[src/common/rcn_params.svh]
`ifndef RCN_PARAMS_SVH
`define RCN_PARAMS_SVH

// Byte address windows on the 24-bit ring
`define RCN_RAM_BASE      24'h000000
`define RCN_RAM_WORDS     256
`define RCN_TESTREGS_BASE 24'hFFFFF0
`define RCN_DMA_BASE      24'hFFFEC0

// Master IDs
`define RCN_HOST_ID       4'd0
`define RCN_DMA_ID        4'd1

`endif

[src/common/rcn_pkg.sv]
package rcn_pkg;

    localparam int RCN_ID_W   = 4;
    localparam int RCN_SEQ_W  = 2;
    localparam int RCN_MASK_W = 4;
    localparam int RCN_ADDR_W = 22;  // Word address, byte address bits 23:2
    localparam int RCN_DATA_W = 32;

    // One ring slot, 67 bits
    typedef struct packed {
        logic                  valid;
        logic                  req;  // 0 once a slave has answered
        logic                  wr;
        logic [RCN_ID_W-1:0]   id;
        logic [RCN_SEQ_W-1:0]  seq;
        logic [RCN_MASK_W-1:0] mask;
        logic [RCN_ADDR_W-1:0] addr;
        logic [RCN_DATA_W-1:0] data;
    } rcn_pkt_t;

    // Byte address inside [base, base + size)
    function automatic logic rcn_in_window(
        input logic [RCN_ADDR_W+1:0] byte_addr,
        input logic [RCN_ADDR_W+1:0] base,
        input logic [RCN_ADDR_W+1:0] size
    );
        logic [RCN_ADDR_W+1:0] offset;
        offset = byte_addr - base;
        return (byte_addr >= base) && (offset < size);
    endfunction

    function automatic logic [RCN_DATA_W-1:0] rcn_mask_merge(
        input logic [RCN_DATA_W-1:0] old_data,
        input logic [RCN_DATA_W-1:0] new_data,
        input logic [RCN_MASK_W-1:0] mask
    );
        logic [RCN_DATA_W-1:0] result;
        result = old_data;
        for (int b = 0; b < RCN_MASK_W; b++) begin
            if (mask[b]) result[8*b +: 8] = new_data[8*b +: 8];
        end
        return result;
    endfunction

endpackage

[src/verilog/rcn_master.sv]
`timescale 1ns/1ps

`include "rcn_params.svh"

module rcn_master import rcn_pkg::*; #(
    parameter logic [RCN_ID_W-1:0] MASTER_ID = `RCN_HOST_ID
) (
    input  logic        clk_50,
    input  logic        rst_n,
    input  rcn_pkt_t    rcn_in,
    output rcn_pkt_t    rcn_out,
    input  logic        req,
    input  logic        wr,
    input  logic [23:0] addr,
    input  logic [3:0]  mask,
    input  logic [31:0] wdata,
    output logic        busy,
    output logic        done,
    output logic        err,
    output logic [31:0] rdata
);

    logic                  pend_q;  // Latched, waiting for an empty slot
    logic                  wait_q;  // Out on the ring
    logic [RCN_SEQ_W-1:0]  seq_q;
    logic                  wr_q;
    logic [RCN_ADDR_W-1:0] addr_q;
    logic [RCN_MASK_W-1:0] mask_q;
    logic [RCN_DATA_W-1:0] wdata_q;
    logic                  accept;
    logic                  inject;
    logic                  mine;
    rcn_pkt_t              req_pkt;
    rcn_pkt_t              nxt_out;

    assign busy   = pend_q | wait_q;
    assign accept = req && !busy;
    assign inject = pend_q && !rcn_in.valid;
    assign mine   = wait_q && rcn_in.valid && (rcn_in.id == MASTER_ID) &&
                    (rcn_in.seq == seq_q);

    always_comb begin
        req_pkt       = '0;
        req_pkt.valid = 1'b1;
        req_pkt.req   = 1'b1;
        req_pkt.wr    = wr_q;
        req_pkt.id    = MASTER_ID;
        req_pkt.seq   = seq_q;
        req_pkt.mask  = mask_q;
        req_pkt.addr  = addr_q;
        req_pkt.data  = wdata_q;
    end

    // Own packet leaves the ring, whether answered or bounced
    always_comb begin
        nxt_out = rcn_in;
        if (mine) begin
            nxt_out = '0;
        end else if (inject) begin
            nxt_out = req_pkt;
        end
    end

    always_ff @(posedge clk_50 or negedge rst_n) begin
        if (!rst_n) begin
            rcn_out <= '0;
            pend_q  <= 1'b0;
            wait_q  <= 1'b0;
            seq_q   <= '0;
            done    <= 1'b0;
            err     <= 1'b0;
        end else begin
            rcn_out <= nxt_out;
            done    <= mine;
            if (accept) begin
                pend_q <= 1'b1;
                seq_q  <= seq_q + 1'b1;
            end else if (inject) begin
                pend_q <= 1'b0;
                wait_q <= 1'b1;
            end
            if (mine) begin
                wait_q <= 1'b0;
                err    <= rcn_in.req;  // Still a request, nobody claimed it
            end
        end
    end

    always_ff @(posedge clk_50) begin
        if (accept) begin
            wr_q    <= wr;
            addr_q  <= addr[23:2];
            mask_q  <= mask;
            wdata_q <= wdata;
        end
        if (mine) rdata <= rcn_in.data;
    end

endmodule

[config.mk]
export PLATFORM = sky130hd
export DESIGN_NAME = rcn_master
export DESIGN_NICKNAME = d
export VERILOG_FILES = /design/src/common/rcn_pkg.sv /design/src/verilog/rcn_master.sv
export VERILOG_INCLUDE_DIRS = /design/src /design/src/common
export SDC_FILE = /design/constraint.sdc
export NUM_CORES = 1
export LEC_CHECK = 0
export ABC_AREA = 1
export BUFFER_PORTS_ARGS = -buffer_cell sky130_fd_sc_hd__buf_2
export CORE_ASPECT_RATIO = 1.25
export CORE_MARGIN = 4
export CORE_UTILIZATION = 40
export DETAILED_ROUTE_END_ITERATION = 8
export GPL_ROUTABILITY_DRIVEN = 0
export PLACE_DENSITY_LB_ADDON = 0.08
export SLEW_MARGIN = 20
export SYNTH_ARGS = -nofsm -noshare
export SYNTH_HDL_FRONTEND = slang
export SYNTH_SLANG_ARGS = --single-unit
[constraint.sdc]
create_clock -name clk_50 -period 2.4 [get_ports clk_50]
set_input_delay 0.48 -clock clk_50 [delete_from_list [all_inputs] [get_ports clk_50]]
set_output_delay 0.48 -clock clk_50 [all_outputs]
set_load 0.03 [all_outputs]
=== Yosys cells after proc, flatten, opt, wreduce, memory -nomap -nowiden ===
Index checks and enable logic that the tools add are counted.

* Register bits after elaboration: 164
* Input bits: 131
* Output and inout bits: 102
* Logic and storage cells: 40

* Add/sub/neg operators: 1
* Equal/unequal tests: 2
* Muxes and demuxes: 7
* Bitwise operators: 1
* Reductions and logical operators: 11

{| class="wikitable"
|+ Operator list
! cell !! count
|-
| 67-bit two-way mux || 2
|-
| 1-bit logical AND || 5
|-
| 1-bit two-way mux || 5
|-
| 4-bit logical NOT || 1
|-
| 2-bit nonzero test || 2
|-
| 2-bit by 1-bit adder with 2-bit output, second input constant || 1
|-
| 2-bit equality test || 1
|-
| 1-bit logical NOT || 2
|-
| 2-bit by 1-bit != test with 1-bit output, second input constant || 1
|-
| 2-bit AND reduction || 1
|-
| 1-bit OR || 1
|}

=== Logic depth before layout (Yosys ltp) ===
* Depth after elaboration: 5
* Gate-level depth with buffers: 9
* Depth with buffers taken out: 7

=== Least setup slack after synthesis ===
OpenSTA, ideal clock, no wires.

* Path kind: flip-flop to flip-flop
* From: register pend_q
* To: register addr_q[0] (enable)
* Setup time: 414 ps
* Arrival time: 1759 ps
* Data required time: 1986 ps
* Setup slack: 227 ps
* Stages on the path, launching flop included: 4
* Path buffers: 0
* Period minus slack after synthesis: 2173 ps
* Cell sequence: dfrtp_1 -> inv_1 -> nand3_1 -> inv_1

* Longest elaborated chain between the ends: 3

{| class="wikitable"
|+ RTL lines
! what !! line !! text
|-
| start, declared || rcn_master.sv:23 || <nowiki>logic pend_q;</nowiki>
|-
| start signal, assigned || rcn_master.sv:67 || <nowiki>pend_q <= 1'b0;</nowiki>
|-
| start signal, assigned || rcn_master.sv:76 || <nowiki>pend_q <= 1'b1;</nowiki>
|-
| start signal, assigned || rcn_master.sv:79 || <nowiki>pend_q <= 1'b0;</nowiki>
|-
| 1-bit OR || rcn_master.sv:36 || <nowiki>assign busy = pend_q | wait_q;</nowiki>
|-
| 1-bit logical NOT || rcn_master.sv:37 || <nowiki>assign accept = req && !busy;</nowiki>
|-
| 1-bit logical AND || rcn_master.sv:37 ||
|-
| net accept || rcn_master.sv:30 || <nowiki>logic accept;</nowiki>
|-
| end signal, assigned || rcn_master.sv:92 || <nowiki>addr_q <= addr[23:2];</nowiki>
|-
| end, declared || rcn_master.sv:27 || <nowiki>logic [RCN_ADDR_W-1:0] addr_q;</nowiki>
|}

The timed path passes the listed nets, and every way through them passes these cells.
A chain may end at the register's enable or synchronous reset.

=== Worst setup path after layout ===
* From: register pend_q
* To: output busy

* Longest elaborated chain between the ends: 1

{| class="wikitable"
|+ RTL lines
! what !! line !! text
|-
| 1-bit OR || rcn_master.sv:36 ||
|-
| end, declared || rcn_master.sv:17 || <nowiki>output logic busy,</nowiki>
|}

Every way passes these cells.

==> impl_metrics.env <==
export IMPL_status="finished, final reports clean"
export IMPL_hold_viol_final=0
export IMPL_post_route_period_util=0.702
export IMPL_drive_above_1_share=0.346
export IMPL_cts_root_buf="clkbuf_16"
export IMPL_fin_crit_ns=1.69
export IMPL_power_density_nw_per_um2=1030
export IMPL_vias=4222
export IMPL_mostFrequentLayoutCell="buf_2"
export IMPL_dr_pass1_iters=4
export IMPL_cp_required_ns=1.92
export IMPL_place_inst=933
export IMPL_cts_tree="done"
export IMPL_die_area_um2=17100
export IMPL_ir_drop_mv=0.531
export IMPL_wl_per_cell_um=14.5
export IMPL_track_usage=0.169
export IMPL_cts_buffer_depth=2
export IMPL_avgViaCountPerCell=4.37
export IMPL_io_pins=233
export IMPL_yosysWarningCount=0
export IMPL_area_delta_synth_final_pct=32.7
export IMPL_drc=0
export IMPL_r2r_start="pend_q"
export IMPL_setup_viol=0
export IMPL_hpwl_um=9790
export IMPL_finClkSkew_ns=0.00685
export IMPL_grt_pass1_vias=4367
export IMPL_clkTransAtPathRegs_ns=0.06
export IMPL_tightest_slew_ns=0.518
export IMPL_clock_sinks=164
export IMPL_power_leakage_nw=4.03
export IMPL_avgSynthCellArea_um2=11.3
export IMPL_core_area_um2=14600
export IMPL_drt_wl_total_um=14100
export IMPL_io_buffer_count=230
export IMPL_ctsHoldBuffers=0
export IMPL_synth_cell_type_count=14
export IMPL_h_tree_depth=4
export IMPL_drt_iter0_drc=227
export IMPL_min_path_type="input port to async pin"
export IMPL_ctsResizeCount=0
export IMPL_worstRegToRegCells=4
export IMPL_grt_pass1_wl_um=22500
export IMPL_post_cts_buffers=0
export IMPL_stdcell_area_um2=8020
export IMPL_place_ws_ns=0.610
export IMPL_grt_max_degree=78
export IMPL_grt_ovfl_total=0
export IMPL_r2r_end="wdata_q[6]"
export IMPL_max_cap_viol_count=0
export IMPL_syn_area_um2=6040
export IMPL_synth_nets=667
export IMPL_final_nets=905
export IMPL_rrSetupSlack_ns=0.80
export IMPL_final_instance_count_excl_fill=967
export IMPL_num_rows=49
export IMPL_critical_path_endpoint_type="output port"
export IMPL_crit_fanout=4
export IMPL_ys_seq_area_frac=0.755
export IMPL_antenna_found_initial=2
export IMPL_antenna_left=0
export IMPL_arrival_ns=1.21
export IMPL_postLayoutCoreUtil=0.550
export IMPL_mostFrequentLayoutCells="buf_2 (229), nand2_1 (192), edfxtp_1 (91)"
export IMPL_ys_ff_latch=164
export IMPL_crit_type="register to output port"
export IMPL_clock_fmax_ghz=0.593
export IMPL_tns_ns=0
export IMPL_place_area_um2=7380
export IMPL_clk_latency_ns=0.41
export IMPL_rsz0062_at_grt="no"
export IMPL_cts_buffers=17
export IMPL_max_slew_margin=0.655
export IMPL_fin_ws_ns=0.715
export IMPL_start_util=0.414
export IMPL_start_kind="register"
export IMPL_slew_viol_final=0
export IMPL_fp_dieW_um=118
export IMPL_die_y_um=145
export IMPL_synth_cells=536
## critical path, stage by stage (launching register included)
cell and delay, ns:
dfrtp_1 0.40, inv_1 0.15, nand2_1 0.06, buf_2 0.18
## worst max-delay path by stage
stage | from | endpoint | slack (ns) | cells past startpoint
2_1_floorplan | pend_q | addr_q[0] | 0.23 | 3
3_3_place_gp | rcn_in[62] | rdata[21] | 0.62 | 7
3_5_place_dp | rcn_in[62] | rdata[31] | 0.61 | 7
4_1_cts | pend_q | busy | 0.69 | 3
5_1_grt | pend_q | wdata_q[16] | 0.62 | 4
6_report | pend_q | busy | 0.71 | 3
## cells in the mapped netlist
cell type / count / area, um^2
buf_6: 6 / 67.6
nand3_1: 2 / 10.0
buf_2: 8 / 40.0
xor2_1: 1 / 8.76
clkbuf_1: 1 / 3.75
buf_4: 5 / 37.5
nand2_1: 193 / 724
inv_2: 1 / 3.75
nor2_2: 1 / 6.26
dfrtp_1: 73 / 1830
edfxtp_1: 91 / 2730
inv_1: 73 / 274
o21ai_0: 2 / 10.0
nor2_1: 79 / 297
## kinds of logic after synthesis
group / share of synthesized area
simple gates: 0.172
flops: 0.755
buf+inv: 0.0706
compound gates: 0.00166
xor+xnor: 0.00145
## flip-flops by register name (all words and copies together) (netlist names), 2 cells and up
| name | count |
|---|---|
| addr_q | 22 |
| mask_q | 4 |
| rcn_out | 67 |
| rdata | 32 |
| seq_q | 2 |
| wdata_q | 32 |
## area by class of cell
cell class,instances,area [um^2]
antenna,2,5.00
clock inverter,9,154
fill,1299,6570
timing repair buffer,239,1260
inverter,74,279
tap,178,223
sequential,164,4560
multi-input combinational,278,1060
clock buffer,23,478
## report_power, final
part	internal (W)	switching, W
logic	0.000532	0.00128
clock network	0.00182	0.00103
registers	0.00344	0.000129
total	0.00580	0.00244
## per-layer routing
| metal | routed length [um] | part of all wire | GRT usage | up-vias |
|---|---|---|---|---|
| met3 | 983 | 0.070 | 0.0556 | 15 |
| li1 | - | - | - | 2110 |
| met1 | 5390 | 0.38 | 0.185 | 1952 |
| met2 | 7460 | 0.53 | 0.304 | 143 |
| met4 | 217 | 0.015 | 0.0651 | 2 |
| met5 | 7 | 0.00050 | 0 | - |
## per-stage QoR
stage	hold WS [ns]	power (W)
global route	0.0643	0.00868
finish	0.0391	0.00824
global placement	0.452	0.00544
detailed placement	0.454	0.00548
CTS	0.0478	0.00836
floorplan	0.184	0.00484
Power figures use the tool's default switching activity.
