`src/common/rcn_params.svh`:
```
`ifndef RCN_PARAMS_SVH
`define RCN_PARAMS_SVH

// Byte address windows on the 24-bit ring
`define RCN_RAM_BASE      24'h000000
`define RCN_RAM_WORDS     256
`define RCN_TESTREGS_BASE 24'hFFFFF0
`define RCN_DMA_BASE      24'hFFFEC0

// Master IDs
`define RCN_HOST_ID       4'd0
`define RCN_DMA_ID        4'd1

`endif

```
`src/common/rcn_pkg.sv`:
```
package rcn_pkg;

    localparam int RCN_ID_W   = 4;
    localparam int RCN_SEQ_W  = 2;
    localparam int RCN_MASK_W = 4;
    localparam int RCN_ADDR_W = 22;  // Word address, byte address bits 23:2
    localparam int RCN_DATA_W = 32;

    // One ring slot, 67 bits
    typedef struct packed {
        logic                  valid;
        logic                  req;  // 0 once a slave has answered
        logic                  wr;
        logic [RCN_ID_W-1:0]   id;
        logic [RCN_SEQ_W-1:0]  seq;
        logic [RCN_MASK_W-1:0] mask;
        logic [RCN_ADDR_W-1:0] addr;
        logic [RCN_DATA_W-1:0] data;
    } rcn_pkt_t;

    // Byte address inside [base, base + size)
    function automatic logic rcn_in_window(
        input logic [RCN_ADDR_W+1:0] byte_addr,
        input logic [RCN_ADDR_W+1:0] base,
        input logic [RCN_ADDR_W+1:0] size
    );
        logic [RCN_ADDR_W+1:0] offset;
        offset = byte_addr - base;
        return (byte_addr >= base) && (offset < size);
    endfunction

    function automatic logic [RCN_DATA_W-1:0] rcn_mask_merge(
        input logic [RCN_DATA_W-1:0] old_data,
        input logic [RCN_DATA_W-1:0] new_data,
        input logic [RCN_MASK_W-1:0] mask
    );
        logic [RCN_DATA_W-1:0] result;
        result = old_data;
        for (int b = 0; b < RCN_MASK_W; b++) begin
            if (mask[b]) result[8*b +: 8] = new_data[8*b +: 8];
        end
        return result;
    endfunction

endpackage

```
`src/verilog/rcn_testregs.sv`:
```
`timescale 1ns/1ps

`include "rcn_params.svh"

module rcn_testregs import rcn_pkg::*; #(
    parameter logic [23:0] ADDR_BASE = `RCN_TESTREGS_BASE
) (
    input  logic        clk_50,
    input  logic        rst_n,
    input  rcn_pkt_t    rcn_in,
    output rcn_pkt_t    rcn_out,
    output logic [31:0] test_progress,
    output logic [31:0] test_fail,
    output logic [31:0] test_pass
);

    localparam logic [23:0] WIN_SIZE = 24'd16;

    logic                  hit;
    logic [1:0]            sel;  // Word within the window
    logic [RCN_DATA_W-1:0] rd_data;

    assign hit = rcn_in.valid && rcn_in.req &&
                 rcn_in_window({rcn_in.addr, 2'b00}, ADDR_BASE, WIN_SIZE);
    assign sel = rcn_in.addr[1:0];

    always_comb begin
        case (sel)
            2'd0:    rd_data = test_progress;
            2'd1:    rd_data = test_fail;
            2'd2:    rd_data = test_pass;
            default: rd_data = '0;  // Offset 12 unused
        endcase
    end

    always_ff @(posedge clk_50 or negedge rst_n) begin
        if (!rst_n) begin
            rcn_out       <= '0;
            test_progress <= '0;
            test_fail     <= '0;
            test_pass     <= '0;
        end else begin
            rcn_out <= rcn_in;
            if (hit) begin
                rcn_out.req <= 1'b0;
                if (!rcn_in.wr) rcn_out.data <= rd_data;
            end
            if (hit && rcn_in.wr) begin
                case (sel)
                    2'd0: test_progress <= rcn_mask_merge(test_progress, rcn_in.data, rcn_in.mask);
                    2'd1: test_fail <= rcn_mask_merge(test_fail, rcn_in.data, rcn_in.mask);
                    2'd2: test_pass <= rcn_mask_merge(test_pass, rcn_in.data, rcn_in.mask);
                    default: ;
                endcase
            end
        end
    end

endmodule

```
`config.mk`:
```
export PLATFORM = sky130hd
export DESIGN_NAME = rcn_testregs
export DESIGN_NICKNAME = d
export VERILOG_FILES = /design/src/common/rcn_pkg.sv /design/src/verilog/rcn_testregs.sv
export VERILOG_INCLUDE_DIRS = /design/src /design/src/common
export SDC_FILE = /design/constraint.sdc
export NUM_CORES = 1
export LEC_CHECK = 0
export BUFFER_PORTS_ARGS = -buffer_cell sky130_fd_sc_hd__buf_4
export CORE_MARGIN = 8
export CORE_UTILIZATION = 40
export DETAILED_ROUTE_END_ITERATION = 10
export PLACE_DENSITY_LB_ADDON = 0.2
export SETUP_SLACK_MARGIN = 0.15
export SYNTH_ARGS = -nofsm -noshare
export SYNTH_HDL_FRONTEND = slang
export SYNTH_SLANG_ARGS = --single-unit
```
`constraint.sdc`:
```
create_clock -name clk_50 -period 0.9 [get_ports clk_50]
set_input_delay 0.18 -clock clk_50 [delete_from_list [all_inputs] [get_ports clk_50]]
set_output_delay 0.18 -clock clk_50 [all_outputs]
set_load 0.02 [all_outputs]
```
# Word level (Yosys, flattened, before mapping)

Index checks and enable logic that the tools add are counted.

Input port bits: 69
Output and inout port bits: 163
Logic and storage cells: 46
Bits in registers: 163

Multiplexer cells: 4
Reduce and logical (&&, ||, !) cells: 17
Equality and inequality tests: 2
Add/subtract/negate cells: 1
$lt $le $gt $ge: 2

Operators with widths:

| cell                                                                           | count |
|---|---|
| 32-bit one-hot mux with 3 select lines                                         | 1 |
| 32-bit two-way mux                                                             | 2 |
| 3-bit AND reduction                                                            | 12 |
| 24-bit greater-or-equal comparator (second input constant)                     | 1 |
| 24-bit by 5-bit less-than comparator with 1-bit output (second input constant) | 1 |
| 24-bit subtractor (second input constant)                                      | 1 |
| 1-bit logical AND                                                              | 4 |
| 2-bit by 1-bit equality test with 1-bit output (second input constant)         | 1 |
| 2-bit equality test (second input constant)                                    | 1 |
| 2-bit logical NOT                                                              | 1 |
| 1-bit two-way mux                                                              | 1 |

# Longest topological paths before layout

Gate-level depths: netlist of the first run.

Word-level depth: 6
Mapped depth: 7
Depth with buffers taken out: 4

# Worst setup path after synthesis of the first run

OpenSTA, ideal clock, no wires.

Kind: input-to-reg
Start point: input port rcn_in[46] (netlist name)
End point: register test_fail[0]
Path slack: -622 ps
Data arrival time: 1397 ps
Required time: 775 ps
Stages on the path: 5
Buffers on the path: 1
Library setup time: 125 ps
Cells stage by stage: nand4_1 > nor3_4 > buf_8 > nand4_2 > mux2_2

Longest elaborated chain between the ends: 6
Elaborated cells between the ends (all ways): 7
Those cells by class: 1 x add/sub; 2 x order compare; 4 x reduce/logical

Ends and longest elaborated chain:

| what                                                   | RTL line           | source |
|---|---|---|
| start, declared                                        | rcn_testregs.sv:10 | `input rcn_pkt_t rcn_in,` |
| 24-bit subtractor                                      | rcn_pkg.sv:28      | `offset = byte_addr - base;` |
| 24-bit by 5-bit less-than comparator with 1-bit output | rcn_pkg.sv:29      | `return (byte_addr >= base) && (offset < size);` |
| 1-bit logical AND (*)                                  | rcn_pkg.sv:29      |  |
| 1-bit logical AND (*)                                  | rcn_testregs.sv:23 | `assign hit = rcn_in.valid && rcn_in.req &&` |
| 1-bit logical AND (*)                                  | rcn_testregs.sv:48 | `if (hit && rcn_in.wr) begin` |
| 3-bit AND reduction (no line) (*)                      | n/a                |  |
| end signal, assigned                                   | rcn_testregs.sv:51 | `2'd1: test_fail <= rcn_mask_merge(test_fail, rcn_in.data, rcn_in.mask);` |
| end, declared                                          | rcn_testregs.sv:13 | `output logic [31:0] test_fail,` |

Every way passes the cells marked *; elsewhere a longest branch is shown, timed or not.
A chain may end at the register's enable or synchronous reset.

# Final worst setup path of the first run

Start point: input port rcn_in[51] (netlist name)
End point: register rcn_out[7] (netlist name)

Longest elaborated chain between the ends: 5
Elaborated cells between the ends (all ways): 6
Those cells by class: 1 x add/sub; 2 x order compare; 1 x mux; 2 x reduce/logical

Ends and longest elaborated chain:

| what                                                   | RTL line           | source |
|---|---|---|
| 24-bit subtractor                                      | rcn_pkg.sv:28      |  |
| 24-bit by 5-bit less-than comparator with 1-bit output | rcn_pkg.sv:29      |  |
| 1-bit logical AND (*)                                  | rcn_pkg.sv:29      |  |
| 1-bit logical AND (*)                                  | rcn_testregs.sv:23 |  |
| 32-bit two-way mux (*)                                 | rcn_testregs.sv:44 | `if (hit) begin` |
| end signal, assigned                                   | rcn_testregs.sv:43 | `rcn_out <= rcn_in;` |
| end, declared                                          | rcn_testregs.sv:11 | `output rcn_pkt_t rcn_out,` |

Marked as above.

==> out/qor.txt, run 1 <==
Vias in the first global route: 6,417
Routed Wire Length: 23,400 µm
Die height: 144 µm
Worst Path Max Fanout: 7
Vias per Instance: 4.91
Power Density: 1300 nW/µm²
Most common cell after layout, fill and taps aside: buf_6
Num rows: 46
Yosys warning count: 0
Core Region: 15,900 µm²
Remaining DRCs: 0
Failing checks: setup timing
Final Cycle Share: 1.51
Final min period: 1360 ps
Starting Density: 0.411
Layout cell share with drive strength beyond 1: 0.667
Sequential fraction of the synthesis area: 0.623
GP Congestion: 0.811
Final Hold Fails: 0
Clock-pin slew on the worst setup and hold paths: 70 ps
Maxcap violations: 0
Worst setup margin: -462 ps
FMAX: 0.734 GHz
Clk buf depth: 2
Max incr delay on CP: 370 ps
DR WL/cell: 20.4 µm
Clock Sinks: 163
CP endpoint kind: flop
Slew headroom: 0.695
Hpwl dp: 14,700 µm
Avg Cell Area, Syn: 15.1 µm²
H-Tree Depth: 4
# port buffers: 231
Max Transition Viols Final: 0
Root Buffer: clkbuf_16
FF/Latch Area: 4080 µm²
Antenna-violating nets left: 0
Total grt overflow: 0
Inserted Diodes: 0
Fin cells: 1,144
Synth Net Count: 503
CTS Buf Count: 17
First-pass GRT wire length: 36,100 µm
IO Pins: 232
Status: complete, but fails checks
DRT iter0 DRCs: 169
FF-to-FF Start: test_progress[5]
Routed vias: 5,617
Hold WS: 23.1 ps
Synth top area cells: dfrtp_1 (62%), mux2_2 (22%), mux2i_1 (4.9%)
Largest net degree at the start of global routing: 30
RSZ-0062 raised after global routing: yes
GRT Overall Usage: 0.230
Startpoint Class: primary input
Final setup fails: 291
Pre-Repair DR Iteration Count: 5
Critical-path top delay cell: nor4_1
Post-synth top area share: 0.623
Area Growth Syn to Fin: 88.7%
Yosys top cell by area: dfrtp_1
Setup Skew: 8.55 ps
CTS tree: yes
Die Wd: 144 µm
Leakage power: 0.00638 µW
Critical Path AT: 1670 ps
Placed cell count: 990
Clock latency on the worst-skew pair: 420 ps
Most frequent cells in the layout: buf_6 (261), dfrtp_1 (163), buf_4 (161)
Synth Cell Area: 6550 µm²
Kind of critical path: in2reg
Slew @ Worst Pin: 457 ps
Mapped Cells: 434
Nets@finish: 984
Initial antenna violation count: 0
Worst-path cell chain: buf_6 > nand4_1 > nor4_1 > buf_4 > nand2_8 > buf_12 > buf_16 > mux2_4
Worst hold start: rcn_in[2]
Multi-input gate area: 2450 µm²
Crit path from: rcn_in[51]
Hold Crit Class: in2reg
VDD IR max: 1200 µV
Worst Path Required: 1210 ps
Yosys reg bits: 163
Filler cells: 959
Die footprint: 20,700 µm²
Netlist cell types: 18
[synthesized netlist by cell type]
library cell    n
nand4_1         5
nor3_4          2
a21boi_0        1
nor4_1          1
mux2i_1        32
mux2_2        128
buf_1           3
nand4_2         5
nand2_1        34
dfrtp_1       163
buf_2           5
buf_8           2
nor2_1          1
nand4_4         7
clkbuf_1        7
o21ai_0        32
and2_0          4
nor2b_1         2
[kinds of logic after synthesis]
group / Yosys count / share of synthesized area
multiplexers: 160 / 0.269
flip-flops: 163 / 0.623
AND/OR/NAND/NOR: 61 / 0.0688
AO/OA/AOI/OAI: 33 / 0.0256
buffers and inverters: 17 / 0.0141
[path summary, 6_finish.rpt]
check,endpoint,slack [ps],cells past startpoint
min in group asynchronous,rcn_out[27],230,2
setup / recovery,rcn_out[7],-460,8
hold / removal,test_pass[2],20,2
max in group asynchronous,rcn_out[8],220,3
setup reg to reg,rcn_out[5],-330,5
hold reg to reg,test_pass[26],570,1
[final cells by class]
| type | instances | share of cell area |
|---|---|---|
| repair buffers | 479 | 0.404 |
| clock inverters | 10 | 0.00881 |
| well taps | 216 | 0.0219 |
| flip-flops and latches | 163 | 0.330 |
| clock buffers | 22 | 0.0367 |
| multi-input cells | 254 | 0.198 |
[state kept, by name, summed over array words and instances, names as in the netlist]
| name | flops |
|---|---|
| rcn_out | 67 |
| test_progress | 32 |
| test_fail | 32 |
| test_pass | 32 |
[per-layer routing]
metal / up-vias / wire, µm / global-route usage
li1: 2541 / - / -
met1: 2845 / 9200 / 0.265
met2: 197 / 12200 / 0.408
met3: 34 / 1470 / 0.0577
met4: 0 / 553 / 0.0808
met5: - / 0 / 0
[metrics by stage]
step	setup TNS [ps]	utilization	power, µW	cell area (µm²)	setup WS, ps
floorplan	-71690	-	8070	6560	-622
global placement	-91720	0.602	8980	9600	-746
detailed placement	-95640	0.602	9010	9600	-796
CTS	-86700	0.761	16200	12100	-372
global route	-109230	0.775	16700	12400	-528
finish	-95150	0.775	16100	12400	-462
[critical path, delay by kind of cell]
family | cells | cell delay, ps
AND/OR/NAND/NOR | 3 | 650
buffers and inverters | 4 | 560
multiplexers | 1 | 290
[report_power, final]
group          internal [µW]  switching (µW)  leakage, µW
sequential              7480            84.9      0.00212
clock                   4140            2830     0.000274
combinational            801             783      0.00399
total                  12400            3690      0.00638
[timing repair]
| action | CTS | global route |
|---|---|---|
| hold buffers | 33 | 0 |
| hold endpoints to repair | 195 | 0 |
| gates resized for setup | 285 | 4 |
| setup buffers | 55 | 29 |
| pin swaps | 8 | 4 |
| endpoints found under the setup margin | 291 | 331 |
| cloned | 5 | 0 |
Power figures use the tool's default switching activity.
==> run 2, diff against run 1 <==
PLACE_DENSITY = 0.69   (was unset)
PLACE_DENSITY_LB_ADDON = unset   (was 0.2)
==> run 2 against run 1 <==
  * The run ends with hold timing, setup timing left
  * Sequential power is essentially flat
  * Flip-flop and latch count is the same
  * Worst setup slack better by 50 ps
  * Hold slack got worse by 420 ps
  * Register-to-register slack is essentially flat
  * First-iteration DRC count increased by 93%
  * Critical path type unchanged
  * Cell count increased by 1.4%
  * Largest power group is now the clock network
==> out/qor.txt, run 2 (synthesis results as in run 1) <==
Remaining DRCs: 0 (unchanged)
Worst setup path end: test_fail[9]
Initial antenna violation count: 0 (unchanged)
H-Tree Depth: 4 (unchanged)
Vias per Instance: 5.02 (+2.2%)
Most frequent cells in the layout: buf_6 (267), buf_4 (178), dfrtp_1 (163)
GRT Overall Usage: 0.246 (+0.0157)
Die height: 144 µm (unchanged)
Largest net degree at the start of global routing: 37 (+23%)
Kind of critical path: in2reg
Final setup fails: 291 (unchanged)
VDD IR max: 1540 µV (+29%)
FF-to-FF Start: test_progress[29]
Status: complete, but fails checks
Total placed instance area: 9530 µm² (-0.78%)
Startpoint Class: primary input
Cts hold-fix bufs: 31 (-6.1%)
Final Hold Fails: 163 (+163)
Leakage power: 0.00648 µW (+1.5%)
Layout cell share with drive strength beyond 1: 0.682 (+0.0152)
DR WL/cell: 22.0 µm (+7.7%)
Fin Setup TNS: -93,240 ps (+1910 ps)
Buf/Inv on CP: 4 (unchanged)
Pre-Repair DR Iteration Count: 4 (-1)
Reg-to-reg endpoint: rcn_out[29]
Clk buf depth: 2 (unchanged)
Core Region: 15,900 µm² (unchanged)
GP Congestion: 0.814 (+0.36%)
Root Buffer: clkbuf_16
Flop2flop setup slack: -340 ps (about the same)
CTS Buf Count: 17 (unchanged)
R2R cell count: 4 (-1)
Cell mode on critical path: buf_6
Critical Path AT: 1630 ps (-40 ps)
Overall Power: 16,900 µW (+4.7%)
CP top delay family: simple AND/OR/NAND/NOR gates
Met1 usage: 0.270 (+0.00456)
Worst Path Max Fanout: 8 (+1)
Most flop-heavy register: rcn_out
Failing checks: hold timing, setup timing
Max Transition Viols Final: 0 (unchanged)
Die Wd: 144 µm (unchanged)
Slew headroom: 0.715 (+0.0206)
Slew @ Worst Pin: 427 ps (-30.9 ps)
Clock Sinks: 163 (unchanged)
Setup Skew: 9.38 ps (+0.829 ps)
Power Density: 1350 nW/µm² (+3.3%)
Most common cell after layout, fill and taps aside: buf_6
WP depth: 8 (unchanged)
FMAX: 0.762 GHz (+3.8%)
Largest register FFs: 67 (unchanged)
RSZ-0062 raised after global routing: yes
Global route hottest layer: met2
Area Growth Syn to Fin: 91.2%
Critical-path top delay cell: mux2_4
Pre-CTS setup slack: -738 ps (+58.0 ps)
Worst-path cell chain: buf_6 > nand4_1 > buf_4 > nor3_4 > buf_6 > buf_12 > nand4_4 > mux2_4
Hpwl dp: 15,100 µm (+2.6%)
Routed vias: 5,820 (+3.6%)
Max incr delay on CP: 360 ps (about the same)
Routed Wire Length: 25,500 µm (+9.2%)
Clock-pin slew on the worst setup and hold paths: 60 ps (about the same)
Filler cells: 876 (-8.7%)
Worst Path Required: 1210 ps (about the same)
CP endpoint kind: flop
Worst setup margin: -413 ps (+49.7 ps)
Num rows: 46 (unchanged)
Clock latency on the worst-skew pair: 430 ps (about the same)
Final Cycle Share: 1.46 (-0.0553)
# port buffers: 231 (unchanged)
Antenna-violating nets left: 0 (unchanged)
CTS tree: yes
Final min period: 1310 ps (-49.7 ps)
Hold Crit Class: in2async
Hold WS: -397 ps (-420 ps)
Vias in the first global route: 6,603 (+2.9%)
Fin area: 12,500 µm² (+1.3%)
Total grt overflow: 0 (unchanged)
Inserted Diodes: 0 (unchanged)
Die footprint: 20,700 µm² (unchanged)
Crit path from: rcn_in[49]
Maxcap violations: 0 (unchanged)
Met2 GRT Util: 0.435 (+0.0270)
Routing usage on met3: 0.0841 (+0.0264)
Starting Density: 0.411 (unchanged)
DRT iter0 DRCs: 326 (+93%)
First-pass GRT wire length: 37,800 µm (+4.7%)
Nets@finish: 1,000 (+1.6%)
IO Pins: 232 (unchanged)
run 2: changes by cell type in the layout (fill, tap and decap cells not counted), moves of 4 or more:
cell,change
buf_12,-7
buf_4,+17
buf_6,+6
clkbuf_1,-4
clkinv_2,-4
o21ai_0,-6
o21ai_1,+6
run 2: per-layer routing:
metal | part of all wire | vias up
li1 | - | 2565
met1 | 0.38 | 2968
met2 | 0.52 | 240
met3 | 0.079 | 47
met4 | 0.028 | 0
met5 | 0 | -
run 2: worst min-delay path by stage:
stage          slack [ps]  start       endpoint  cells past startpoint
2_1_floorplan        -120  rst_n     rcn_out[0]                      0
3_3_place_gp           50  rst_n  test_pass[20]                      1
3_5_place_dp           50  rst_n  test_pass[20]                      1
4_1_cts              -400  rst_n  test_pass[20]                      1
5_1_grt              -410  rst_n  test_pass[20]                      1
6_report             -400  rst_n  test_pass[20]                      1
run 2: area by class of cell:
type	instances	area (µm²)	share of cell area
Clock buffer	21	480	0.0384
Timing Repair Buffer	495	5040	0.403
Tap cell	216	270	0.0216
Sequential cell	163	4080	0.326
Multi-Input combinational cell	254	2500	0.200
Clock inverter	11	150	0.0120
run 2: power breakdown:
| group | switching, µW | total (µW) | internal, µW |
|---|---|---|---|
| clock network | 3050 | 7720 | 4670 |
| registers | 86.1 | 7570 | 7480 |
| logic | 805 | 1600 | 791 |
| total | 3940 | 16900 | 12900 |
run 2: through the flow:
stage	util	instances
6_report	0.786	1160
5_1_grt	0.786	1160
4_1_cts	0.768	1124
3_5_place_dp	0.597	990
3_3_place_gp	0.597	990
2_1_floorplan	-	434
run 2: timing repair:
item | 4_1_cts | 5_1_grt
setup buffers | 67 | 36
hold endpoints to repair | 194 | 179
setup endpoints to repair | 291 | 292
pin swaps | 19 | 2
cloned | 4 | 0
resized for setup | 304 | 6
==> run 3, diff against run 2 <==
MAX_ROUTING_LAYER = met4   (was unset)
==> run 3 against run 2 <==
  * The flow still finishes with violations (hold timing, setup timing)
  * Critical path depth did not move
  * Via count fell by 0.72%
  * Hold slack got worse by 0.59 ps
  * Register-to-register slack barely moved
  * Highest routed layer unchanged
==> out/qor.txt, run 3 (synthesis results as in run 1) <==
Routed Wire Length: 25,500 µm (-0.12%)
# port buffers: 231 (unchanged)
Startpoint Class: primary input
Final Hold Fails: 163 (unchanged)
Hpwl dp: 15,100 µm (unchanged)
Num rows: 46 (unchanged)
DR WL/cell: 22.0 µm (-0.12%)
Max Transition Viols Final: 0 (unchanged)
FF/Latch Area: 4080 µm² (unchanged)
FMAX: 0.762 GHz (about the same)
Inserted Diodes: 0 (unchanged)
Fin util: 0.786 (about the same)
Antenna-violating nets left: 0 (unchanged)
CTS tree: yes
Clk buf depth: 2 (unchanged)
Die footprint: 20,700 µm² (unchanged)
Final setup fails: 291 (unchanged)
Crit path from: rcn_in[49]
Vias in the first global route: 6,620 (+0.26%)
Core Region: 15,900 µm² (unchanged)
Largest net degree at the start of global routing: 37 (unchanged)
Status: complete, but fails checks
Kind of critical path: in2reg
Root Buffer: clkbuf_16
Most common cell after layout, fill and taps aside: buf_6
Worst setup path end: test_fail[9]
WP depth: 8 (unchanged)
CP top delay family: simple AND/OR/NAND/NOR gates
Clock-pin slew on the worst setup and hold paths: 60 ps (about the same)
First-pass GRT wire length: 37,700 µm (-0.13%)
Slew @ Worst Pin: 426 ps (-0.0794 ps)
Failing checks: hold timing, setup timing
Multi-input gate area: 2500 µm² (unchanged)
Reg-to-reg endpoint: rcn_out[29]
Filler cells: 875 (-0.11%)
Most frequent cells in the layout: buf_6 (268), buf_4 (177), dfrtp_1 (163)
Buf/Inv on CP: 4 (unchanged)
Maxcap violations: 0 (unchanged)
Final Cycle Share: 1.46 (about the same)
Worst setup margin: -412 ps (+1.08 ps)
Final min period: 1310 ps (-1.08 ps)
Vias per Instance: 4.98 (-0.72%)
CTS Buf Count: 17 (unchanged)
Clock latency on the worst-skew pair: 430 ps (about the same)
Slew headroom: 0.716 (about the same)
Initial antenna violation count: 0 (unchanged)
GP Congestion: 0.825 (+1.3%)
Most flop-heavy register: rcn_out
Largest register FFs: 67 (unchanged)
DRT iter0 DRCs: 299 (-8.3%)
Pre-Repair DR Iteration Count: 6 (+2)
Setup Skew: 8.98 ps (-0.399 ps)
Power Density: 1350 nW/µm² (about the same)
Area Growth Syn to Fin: 91.3% (about the same)
Routed vias: 5,778 (-0.72%)
R2R cell count: 4 (unchanged)
Layout cell share with drive strength beyond 1: 0.682 (unchanged)
Critical Path AT: 1630 ps (about the same)
Hold WS: -398 ps (-0.589 ps)
Clock Sinks: 163 (unchanged)
Die Wd: 144 µm (unchanged)
Critical-path top delay cell: mux2_4
Starting Density: 0.411 (unchanged)
VDD IR max: 1530 µV (-0.49%)
Flop2flop setup slack: -330 ps (about the same)
FF-to-FF Start: test_progress[29]
Nets@finish: 1,000 (unchanged)
Max incr delay on CP: 360 ps (about the same)
Leakage power: 0.00648 µW (about the same)
Pre-CTS setup slack: -738 ps (unchanged)
Worst Path Max Fanout: 8 (unchanged)
Remaining DRCs: 0 (unchanged)
GRT Overall Usage: 0.253 (+0.00681)
Worst Path Required: 1210 ps (about the same)
Hold Crit Class: in2async
RSZ-0062 raised after global routing: yes
Die height: 144 µm (unchanged)
Cts hold-fix bufs: 31 (unchanged)
Total grt overflow: 0 (unchanged)
Worst-path cell chain: buf_6 > nand4_1 > buf_4 > nor3_4 > buf_6 > buf_12 > nand4_4 > mux2_4
Cell mode on critical path: buf_6
H-Tree Depth: 4 (unchanged)
IO Pins: 232 (unchanged)
CP endpoint kind: flop
-- run 3: worst min path at each step --
stage	startpoint	endpoint	slack [ps]
global placement	rst_n	test_pass[20]	50
floorplan	rst_n	rcn_out[0]	-120
global route	rst_n	test_pass[20]	-410
detailed placement	rst_n	test_pass[20]	50
finish	rst_n	test_pass[20]	-400
CTS	rst_n	test_pass[20]	-400
-- run 3: per-layer routing --
metal | global-route usage | vias to the layer above | part of all wire
met1 | 0.277 | 2927 | 0.38
met2 | 0.436 | 241 | 0.52
met4 | 0.0852 | 0 | 0.025
met3 | 0.0712 | 45 | 0.069
li1 | - | 2565 | -
met5 | - | - | 0
-- run 3: area by class of cell --
class | count | area share
timing repair buffer | 495 | 0.403
tap | 216 | 0.0216
clock inverter | 11 | 0.0120
multi-input combinational | 254 | 0.200
clock buffer | 21 | 0.0383
sequential | 163 | 0.326
-- run 3: power by group --
| part | switching [µW] | internal [µW] | leakage (µW) |
|---|---|---|---|
| sequential | 86.1 | 7480 | 0.00212 |
| combinational | 804 | 792 | 0.00406 |
| clock | 3040 | 4670 | 0.000294 |
-- run 3: repair_timing --
action | CTS | global route
pin swaps | 19 | 3
buffers inserted | 67 | 36
endpoints found under the setup margin | 291 | 292
hold endpoints to repair | 194 | 179
resized for setup | 304 | 7
gates cloned | 4 | 0
-- run 3: per-stage QoR --
step	TNS (ps)	instance area [µm²]	total power, µW	std cells
3_3_place_gp	-88650	9530	8970	990
6_report	-93100	12500	16900	1160
4_1_cts	-82340	12200	16800	1124
3_5_place_dp	-89870	9530	8990	990
5_1_grt	-102140	12500	17400	1160
2_1_floorplan	-71690	6560	8070	434
